## src/source/fpu_pkg.sv

```systemverilog
package fpu_pkg;

    // ====================
    // word format
    // ====================

    localparam int FP_WORD_W = 32;
    localparam int FP_EXP_W  = 8;
    localparam int FP_FRAC_W = 23;
    localparam int FP_SIG_W  = FP_FRAC_W + 1;      // hidden bit included
    localparam int FP_BIAS   = 127;

    localparam logic [FP_EXP_W-1:0] FP_EXP_MAX = '1;   // infinity and NaN exponent

    typedef logic [FP_WORD_W-1:0] fp_word_t;

    // ====================
    // datapath widths
    // ====================

    // the adder keeps guard, round and sticky below the significand
    localparam int FP_GRS_W   = 3;
    localparam int FP_EXT_W   = FP_SIG_W + FP_GRS_W;
    localparam int FP_SUM_W   = FP_EXT_W + 1;            // room for the carry out
    localparam int FP_ALIGN_W = FP_SIG_W + FP_EXT_W - 1;  // shifter window before sticky fold
    localparam int FP_PROD_W  = 2 * FP_SIG_W;

    // ====================
    // special encodings
    // ====================

    localparam fp_word_t FP_QNAN    = {1'b0, FP_EXP_MAX, 1'b1, {(FP_FRAC_W - 1){1'b0}}};
    localparam fp_word_t FP_POS_INF = {1'b0, FP_EXP_MAX, {FP_FRAC_W{1'b0}}};
    localparam fp_word_t FP_NEG_INF = {1'b1, FP_EXP_MAX, {FP_FRAC_W{1'b0}}};

    // codes 19 to 21 are unused
    typedef enum logic [4:0] {
        ADD = 5'd16,
        SUB = 5'd17,
        MUL = 5'd18,
        NOP = 5'd22,
        SLT = 5'd23
    } fp_op_t;

endpackage

```

## src/source/fp_add_unit.sv

```systemverilog
`timescale 1ns/1ps

module fp_add_unit (
    input  fpu_pkg::fp_word_t a,
    input  fpu_pkg::fp_word_t b,
    input  fpu_pkg::fp_op_t   op,
    output fpu_pkg::fp_word_t sum,
    output logic              invalid,
    output logic              inexact,
    output logic              overflow,
    output logic              underflow
);

    logic                                                b_sign;   // b sign after the SUB flip
    logic                                                eff_sub;
    logic                                                a_zero;
    logic                                                b_zero;
    logic                                                a_inf;
    logic                                                b_inf;
    logic [fpu_pkg::FP_EXP_W+fpu_pkg::FP_FRAC_W-1:0]     a_mag;
    logic [fpu_pkg::FP_EXP_W+fpu_pkg::FP_FRAC_W-1:0]     b_mag;
    logic                                                a_big;
    logic                                                big_sign;
    logic [fpu_pkg::FP_EXP_W-1:0]                        big_exp;
    logic [fpu_pkg::FP_EXP_W-1:0]                        small_exp;
    logic [fpu_pkg::FP_SIG_W-1:0]                        big_sig;
    logic [fpu_pkg::FP_SIG_W-1:0]                        small_sig;
    logic [fpu_pkg::FP_EXP_W-1:0]                        exp_diff;
    logic [4:0]                                          shamt;
    logic [fpu_pkg::FP_ALIGN_W-1:0]                      small_wide;
    logic [fpu_pkg::FP_EXT_W-1:0]                        big_ext;
    logic [fpu_pkg::FP_EXT_W-1:0]                        small_ext;
    logic [fpu_pkg::FP_SUM_W-1:0]                        mag;
    logic [4:0]                                          lead;
    logic [4:0]                                          lz;
    logic [fpu_pkg::FP_SUM_W-1:0]                        norm;
    logic signed [9:0]                                   exp_res;

    // ====================
    // unpack and order
    // ====================

    assign b_sign  = b[31] ^ (op == fpu_pkg::SUB);
    assign eff_sub = a[31] ^ b_sign;

    assign a_zero = (a[30:23] == '0);   // subnormals count as zero
    assign b_zero = (b[30:23] == '0);
    assign a_inf  = (a[30:23] == fpu_pkg::FP_EXP_MAX);
    assign b_inf  = (b[30:23] == fpu_pkg::FP_EXP_MAX);

    assign a_mag = a_zero ? '0 : a[30:0];
    assign b_mag = b_zero ? '0 : b[30:0];
    assign a_big = (a_mag >= b_mag);

    assign big_sign  = a_big ? a[31] : b_sign;
    assign big_exp   = a_big ? a_mag[30:23] : b_mag[30:23];
    assign small_exp = a_big ? b_mag[30:23] : a_mag[30:23];
    assign big_sig   = a_big ? {~a_zero, a_mag[22:0]} : {~b_zero, b_mag[22:0]};
    assign small_sig = a_big ? {~b_zero, b_mag[22:0]} : {~a_zero, a_mag[22:0]};

    // ====================
    // align
    // ====================

    // beyond the window every bit of the smaller operand lands in sticky
    assign exp_diff = big_exp - small_exp;
    assign shamt    = (exp_diff > 8'(fpu_pkg::FP_EXT_W - 1)) ? 5'(fpu_pkg::FP_EXT_W - 1)
                                                              : exp_diff[4:0];

    assign small_wide = {small_sig, {(fpu_pkg::FP_EXT_W - 1){1'b0}}} >> shamt;
    assign small_ext  = {small_wide[fpu_pkg::FP_ALIGN_W-1 -: fpu_pkg::FP_EXT_W-1],
                         |small_wide[fpu_pkg::FP_SIG_W-1:0]};
    assign big_ext    = {big_sig, {fpu_pkg::FP_GRS_W{1'b0}}};

    // big is never below small, so the difference stays positive
    assign mag = eff_sub ? {1'b0, big_ext} - {1'b0, small_ext}
                         : {1'b0, big_ext} + {1'b0, small_ext};

    // ====================
    // normalize
    // ====================

    always_comb begin
        lead = '0;
        for (int i = 0; i < fpu_pkg::FP_SUM_W; i++) begin
            if (mag[i]) begin
                lead = 5'(i);   // highest set bit wins
            end
        end
    end

    assign lz   = 5'(fpu_pkg::FP_SUM_W - 1) - lead;
    assign norm = mag << lz;

    // hidden bit of big_ext sits one place below the top of mag
    assign exp_res = $signed({2'b00, big_exp}) + 10'sd1 - $signed({5'b00000, lz});

    always_comb begin
        sum       = '0;
        invalid   = 1'b0;
        inexact   = 1'b0;
        overflow  = 1'b0;
        underflow = 1'b0;
        if (a_inf && b_inf && eff_sub) begin
            sum     = fpu_pkg::FP_QNAN;
            invalid = 1'b1;
        end else if (a_inf) begin
            sum = a[31] ? fpu_pkg::FP_NEG_INF : fpu_pkg::FP_POS_INF;
        end else if (b_inf) begin
            sum = b_sign ? fpu_pkg::FP_NEG_INF : fpu_pkg::FP_POS_INF;
        end else if (mag == '0) begin
            sum = '0;   // exact cancellation gives +0
        end else if (exp_res > 10'sd254) begin
            sum      = big_sign ? fpu_pkg::FP_NEG_INF : fpu_pkg::FP_POS_INF;
            overflow = 1'b1;
            inexact  = 1'b1;
        end else if (exp_res < 10'sd1) begin
            underflow = 1'b1;
            inexact   = 1'b1;
        end else begin
            sum     = {big_sign, exp_res[7:0], norm[fpu_pkg::FP_SUM_W-2 -: fpu_pkg::FP_FRAC_W]};
            inexact = |norm[fpu_pkg::FP_GRS_W:0];   // truncated low bits
        end
    end

endmodule

```

## src/source/fp_alu.sv

```systemverilog
`timescale 1ns/1ps

module fp_alu (
    input  logic              clk,
    input  logic              arst_n,
    input  fpu_pkg::fp_word_t a,
    input  fpu_pkg::fp_word_t b,
    input  fpu_pkg::fp_op_t   op,
    output fpu_pkg::fp_word_t result,
    output logic              invalid,
    output logic              inexact,
    output logic              overflow,
    output logic              underflow
);

    fpu_pkg::fp_word_t sum;
    fpu_pkg::fp_word_t product;
    logic              add_invalid;
    logic              add_inexact;
    logic              add_overflow;
    logic              add_underflow;
    logic              mul_invalid;
    logic              mul_inexact;
    logic              mul_overflow;
    logic              mul_underflow;

    // ====================
    // arithmetic
    // ====================

    fp_add_unit u_add (
        .a         (a),
        .b         (b),
        .op        (op),
        .sum       (sum),
        .invalid   (add_invalid),
        .inexact   (add_inexact),
        .overflow  (add_overflow),
        .underflow (add_underflow)
    );

    fp_mul_unit u_mul (
        .a         (a),
        .b         (b),
        .product   (product),
        .invalid   (mul_invalid),
        .inexact   (mul_inexact),
        .overflow  (mul_overflow),
        .underflow (mul_underflow)
    );

    // results show up the cycle after the operands
    fp_result_stage u_result (
        .clk           (clk),
        .arst_n        (arst_n),
        .a             (a),
        .b             (b),
        .op            (op),
        .sum           (sum),
        .product       (product),
        .add_invalid   (add_invalid),
        .add_inexact   (add_inexact),
        .add_overflow  (add_overflow),
        .add_underflow (add_underflow),
        .mul_invalid   (mul_invalid),
        .mul_inexact   (mul_inexact),
        .mul_overflow  (mul_overflow),
        .mul_underflow (mul_underflow),
        .result        (result),
        .invalid       (invalid),
        .inexact       (inexact),
        .overflow      (overflow),
        .underflow     (underflow)
    );

endmodule

```

## src/source/fp_mul_unit.sv

```systemverilog
`timescale 1ns/1ps

module fp_mul_unit (
    input  fpu_pkg::fp_word_t a,
    input  fpu_pkg::fp_word_t b,
    output fpu_pkg::fp_word_t product,
    output logic              invalid,
    output logic              inexact,
    output logic              overflow,
    output logic              underflow
);

    logic                           p_sign;
    logic                           a_zero;
    logic                           b_zero;
    logic                           a_inf;
    logic                           b_inf;
    logic [fpu_pkg::FP_SIG_W-1:0]   a_sig;
    logic [fpu_pkg::FP_SIG_W-1:0]   b_sig;
    logic [fpu_pkg::FP_PROD_W-1:0]  prod;
    logic signed [9:0]              exp_sum;
    logic signed [9:0]              exp_res;
    logic [fpu_pkg::FP_FRAC_W-1:0]  frac_res;
    logic                           lost;

    // ====================
    // operands
    // ====================

    assign p_sign = a[31] ^ b[31];

    assign a_zero = (a[30:23] == '0);   // subnormal inputs act as zeros
    assign b_zero = (b[30:23] == '0);
    assign a_inf  = (a[30:23] == fpu_pkg::FP_EXP_MAX);
    assign b_inf  = (b[30:23] == fpu_pkg::FP_EXP_MAX);

    assign a_sig = {1'b1, a[22:0]};
    assign b_sig = {1'b1, b[22:0]};

    assign prod    = a_sig * b_sig;
    assign exp_sum = $signed({2'b00, a[30:23]}) + $signed({2'b00, b[30:23]})
                   - 10'(fpu_pkg::FP_BIAS);

    // ====================
    // normalize
    // ====================

    // the product of two values in [1,2) needs at most one right step
    always_comb begin
        if (prod[fpu_pkg::FP_PROD_W-1]) begin
            exp_res  = exp_sum + 10'sd1;
            frac_res = prod[46:24];
            lost     = |prod[23:0];
        end else begin
            exp_res  = exp_sum;
            frac_res = prod[45:23];
            lost     = |prod[22:0];
        end
    end

    always_comb begin
        product   = '0;
        invalid   = 1'b0;
        inexact   = 1'b0;
        overflow  = 1'b0;
        underflow = 1'b0;
        if ((a_inf && b_zero) || (b_inf && a_zero)) begin
            product = fpu_pkg::FP_QNAN;
            invalid = 1'b1;
        end else if (a_inf || b_inf) begin
            product = p_sign ? fpu_pkg::FP_NEG_INF : fpu_pkg::FP_POS_INF;
        end else if (a_zero || b_zero) begin
            product = '0;   // zero products come out as +0
        end else if (exp_res > 10'sd254) begin
            product  = p_sign ? fpu_pkg::FP_NEG_INF : fpu_pkg::FP_POS_INF;
            overflow = 1'b1;
            inexact  = 1'b1;
        end else if (exp_res < 10'sd1) begin
            underflow = 1'b1;
            inexact   = 1'b1;
        end else begin
            product = {p_sign, exp_res[7:0], frac_res};
            inexact = lost;
        end
    end

endmodule

```

## src/source/fp_result_stage.sv

```systemverilog
`timescale 1ns/1ps

module fp_result_stage (
    input  logic              clk,
    input  logic              arst_n,
    input  fpu_pkg::fp_word_t a,
    input  fpu_pkg::fp_word_t b,
    input  fpu_pkg::fp_op_t   op,
    input  fpu_pkg::fp_word_t sum,
    input  fpu_pkg::fp_word_t product,
    input  logic              add_invalid,
    input  logic              add_inexact,
    input  logic              add_overflow,
    input  logic              add_underflow,
    input  logic              mul_invalid,
    input  logic              mul_inexact,
    input  logic              mul_overflow,
    input  logic              mul_underflow,
    output fpu_pkg::fp_word_t result,
    output logic              invalid,
    output logic              inexact,
    output logic              overflow,
    output logic              underflow
);

    logic                                             any_nan;
    logic                                             a_zero;
    logic                                             b_zero;
    logic                                             a_neg;
    logic                                             b_neg;
    logic [fpu_pkg::FP_EXP_W+fpu_pkg::FP_FRAC_W-1:0]  a_mag;
    logic [fpu_pkg::FP_EXP_W+fpu_pkg::FP_FRAC_W-1:0]  b_mag;
    logic                                             lt;
    fpu_pkg::fp_word_t                                result_d;
    logic [3:0]                                       flags_d;   // invalid, inexact, ovf, unf

    assign any_nan = ((a[30:23] == fpu_pkg::FP_EXP_MAX) && (a[22:0] != '0))
                  || ((b[30:23] == fpu_pkg::FP_EXP_MAX) && (b[22:0] != '0));

    // ====================
    // compare
    // ====================

    assign a_zero = (a[30:23] == '0);
    assign b_zero = (b[30:23] == '0);
    assign a_neg  = a[31] & ~a_zero;   // -0 orders like +0
    assign b_neg  = b[31] & ~b_zero;
    assign a_mag  = a_zero ? '0 : a[30:0];
    assign b_mag  = b_zero ? '0 : b[30:0];

    always_comb begin
        if (a_neg != b_neg) begin
            lt = a_neg;
        end else if (a_mag[30:23] != b_mag[30:23]) begin
            lt = a_neg ? (a_mag[30:23] > b_mag[30:23]) : (a_mag[30:23] < b_mag[30:23]);
        end else begin
            lt = a_neg ? (a_mag[22:0] > b_mag[22:0]) : (a_mag[22:0] < b_mag[22:0]);
        end
    end

    // ====================
    // select and register
    // ====================

    always_comb begin
        result_d = '0;
        flags_d  = '0;
        case (op)
            fpu_pkg::ADD, fpu_pkg::SUB: begin
                result_d = any_nan ? fpu_pkg::FP_QNAN : sum;
                flags_d  = any_nan ? 4'b1000
                                   : {add_invalid, add_inexact, add_overflow, add_underflow};
            end
            fpu_pkg::MUL: begin
                result_d = any_nan ? fpu_pkg::FP_QNAN : product;
                flags_d  = any_nan ? 4'b1000
                                   : {mul_invalid, mul_inexact, mul_overflow, mul_underflow};
            end
            fpu_pkg::NOP: result_d = a;   // passes NaNs untouched
            fpu_pkg::SLT: begin
                result_d = {31'd0, lt & ~any_nan};   // integer 1, not 1.0
                flags_d  = {any_nan, 3'b000};
            end
            default: result_d = '0;
        endcase
    end

    always_ff @(posedge clk or negedge arst_n) begin
        if (!arst_n) begin
            result                                  <= '0;
            {invalid, inexact, overflow, underflow} <= '0;
        end else begin
            result                                  <= result_d;
            {invalid, inexact, overflow, underflow} <= flags_d;
        end
    end

endmodule

```

## config.mk

```make
export PLATFORM = sky130hd
export DESIGN_NAME = fp_alu
export DESIGN_NICKNAME = d
export VERILOG_FILES = /design/src/source/fpu_pkg.sv /design/src/source/fp_add_unit.sv /design/src/source/fp_alu.sv /design/src/source/fp_mul_unit.sv /design/src/source/fp_result_stage.sv
export SDC_FILE = /design/constraint.sdc
export NUM_CORES = 2
export LEC_CHECK = 0
export BUFFER_PORTS_ARGS = -buffer_cell sky130_fd_sc_hd__buf_2
export CAP_MARGIN = 0
export CORE_UTILIZATION = 50
export DETAILED_ROUTE_END_ITERATION = 10
export MAX_ROUTING_LAYER = met4
export PLACE_DENSITY = 0.66
export SLEW_MARGIN = 5
export SYNTH_ARGS = -nofsm -noshare
export SYNTH_HDL_FRONTEND = slang
export SYNTH_SLANG_ARGS = --single-unit
```

## constraint.sdc

```tcl
create_clock -name clk -period 0.8 [get_ports clk]
set_clock_uncertainty 0.1 [all_clocks]
set_input_delay 0 -clock clk [delete_from_list [all_inputs] [get_ports clk]]
set_output_delay 0 -clock clk [all_outputs]
set_load 0.1 [all_outputs]
```

==> flow_summary.ini <==
[detailed_routing]
drt-pass1-iter-count = 8
drc = 0
vias = 34700
wl_per_cell_um = 21.8
drtAntennaViolNets = 0
vias_per_cell = 5.89
drt_iter0_markers = 3417
routed_wl_mm = 129

[yosys]
synth.top_cell.area_share = 0.308
synth_most_common_cell = inv_1
yosys.area.top_type = fa_1
yosysSeqAreaShare = 0.0286
synthesis.nets = 4923
syn-mean-instance-area_sq_um = 7.70
synthCells = 4095
synth_cell_types = 112
syn_area_sq_um = 31500
ys_warn_count = 0
async_flop_share = 1.00
synth_common_cells = inv_1 (654), nand2_1 (591), fa_1 (485)
netlist_top_cells_area = fa_1 (31%), ha_1 (11%), inv_1 (7.8%)
ys_seq_elements = 36
synthFlopType = dfrtp_1
synth-edff-count = 0

[place]
routabilityCongestion = 1.06
placed_area_sq_um = 40700
portBuffers = 106
dp.final_hpwl_mm = 103
post-place-cells = 5760

[run_status]
status = finished, violations left
violations = setup timing

[grt]
grt_antenna_before_repair = 6
grt_pass1_vias = 34300
grt_usage = 0.420
grt_overflow_total = 0
grt_max_degree = 68
grt_pass1_wl_mm = 200

[timing]
tns_ps = -393070
layout_setup_ws_ps = -11190
slew_viol_final = 0
grt_setup_unrepaired = yes
maxSlewHeadroom = 0.536
hold_violations = 0
fin_crit_ps = 11990
fmaxAchievable_mhz = 83.4
worstMarginPinSlew_ps = 691
period_share = 15.0
setup_viol = 72

[critical_path]
path_class = in -> reg
worst_setup_path_end_kind = flip-flop
slowest_stage = fa_2
worst-path-max-fanout = 6
cp_data_required_time_ps = 860
critPathMostFrequentCell = buf_4
critPathLaunchType = primary input
max_stage_delay_ps = 540
worstPathArrival_ps = 12050

[power]
p_total_w = 0.192
peakVddDrop_mv = 4.86
powerDensity_nw_per_um2 = 4440
p_leak_nw = 21.5

[clocking]
htreeDepth = 2
clock-sinks = 36
root_buffer = clkbuf_16
numCtsBuffers = 5
clockBufferDepth = 2
clk_pin_slew_ps = 60
cts_tree = built

[cells_and_area]
postLayoutCoreUtil = 0.699
final_cells = 5891
fin_area_sq_um = 43400
final_layout_size_suffix_gt1_frac = 0.310
syn2layout_area_growth_pct = 37.6
finalNetCount = 5875

[flow_run]
maxCapViolCount = 0

[worst_hold_path]
hp-start = a[30]
min_to = u_result.result[30]$_DFF_PN0_
hold_depth = 3
hold_path_class = in -> reg

[die]
row_count = 91
die-area_sq_um = 64100
start_util = 0.508
io_pins = 107
coreArea_sq_um = 62100
die_y_um = 253
die-width_um = 253
==> worst max-delay path by stage <==
stage	cells past startpoint	to	from
floorplan	69	u_result.result[21]$_DFF_PN0_	a[29]
global placement	70	u_result.result[17]$_DFF_PN0_	a[25]
detailed placement	70	u_result.result[17]$_DFF_PN0_	a[25]
CTS	74	u_result.result[21]$_DFF_PN0_	a[26]
global route	72	u_result.result[17]$_DFF_PN0_	a[25]
finish	76	u_result.result[21]$_DFF_PN0_	a[25]
==> final cells by class <==
type                       instances  area, sq um
fill                            5169        18700
multi-input combinational       3146        28800
sequential                        36          945
clock buffer                       6          139
antenna                            6         15.0
clock inverter                     2         13.8
tap                              837         1050
timing repair buffer            1198         9930
inverter                         660         2490
==> sequential cells by signal (all words and copies together) (netlist names) <==
register	cells
u_result.underflow	1
u_result.overflow	1
u_result.result	32
u_result.inexact	1
u_result.invalid	1
==> cell families after synthesis <==
logic type,after synthesis,share of synthesized area
flip-flops,36,0.0286
buffers and inverters,913,0.111
AND/OR/NAND/NOR,1376,0.211
XOR/XNOR,91,0.0261
adder cells (fa/ha/maj),757,0.416
AO/OA/AOI/OAI,852,0.184
multiplexers,70,0.0236
==> metal layers <==
metal	track usage	wire [um]	vias to the layer above
met1	0.581	54000	17000
met3	0.0802	14400	323
li1	-	-	15500
met5	-	0	-
met2	0.618	55000	1907
met4	0.134	5260	0
==> what timing repair did <==
item | in CTS | in global routing
setup buffers | 108 | 18
endpoints found under the setup margin | 72 | 72
gates cloned | 3 | 0
pin swaps | 152 | 69
resized for setup | 263 | 81
hold buffers | 1 | 0
hold endpoints to repair | 36 | 0
==> cell usage in the layout (no fill, tap or decap), types with 15 or more instances in the layout <==
cell type and instances:
nor2b_1 15, buf_4 1021, ha_4 20, nand3_1 76
dfrtp_2 35, xor2_1 20, a21oi_1 166, o211ai_1 35
mux2i_1 50, o21ai_1 39, or3_1 19, and3_1 25
nand2_1 571, buf_2 56, a31oi_1 28, fa_1 483
o2111ai_1 15, o22ai_1 15, o21bai_1 22, a21oi_2 29
xnor2_1 60, nand2_2 15, nand4_1 26, a21o_1 41
nor4_1 28, nor3_1 57, a221o_1 15, o21ai_0 125
o21ai_2 19, o21a_1 24, buf_12 62, buf_6 48
ha_1 251, and2_1 229, nor2_1 166, inv_1 639
o31ai_1 23
==> critical path: cells and delay by family <==
| kind | cells | cell delay (ps) |
|---|---|---|
| compound gates | 29 | 4410 |
| simple gates | 13 | 2860 |
| buf+inv | 31 | 3780 |
| fa+ha+maj | 3 | 970 |
==> through the flow <==
| step | hold WS [ps] | worst slack (ps) |
|---|---|---|
| after floorplan | -396 | -10650 |
| after global placement | -107 | -11890 |
| after detailed placement | -112 | -12180 |
| after CTS | 27.4 | -10780 |
| after global routing | 47.3 | -11720 |
| final | 39.8 | -11190 |
==> power breakdown <==
| group | total, W | internal (W) | switching (W) |
|---|---|---|---|
| clock network | 0.00217 | 0.00125 | 0.000925 |
| registers | 0.00244 | 0.00206 | 0.000377 |
| logic | 0.188 | 0.0919 | 0.0960 |
(Power assumes the default switching activity.)
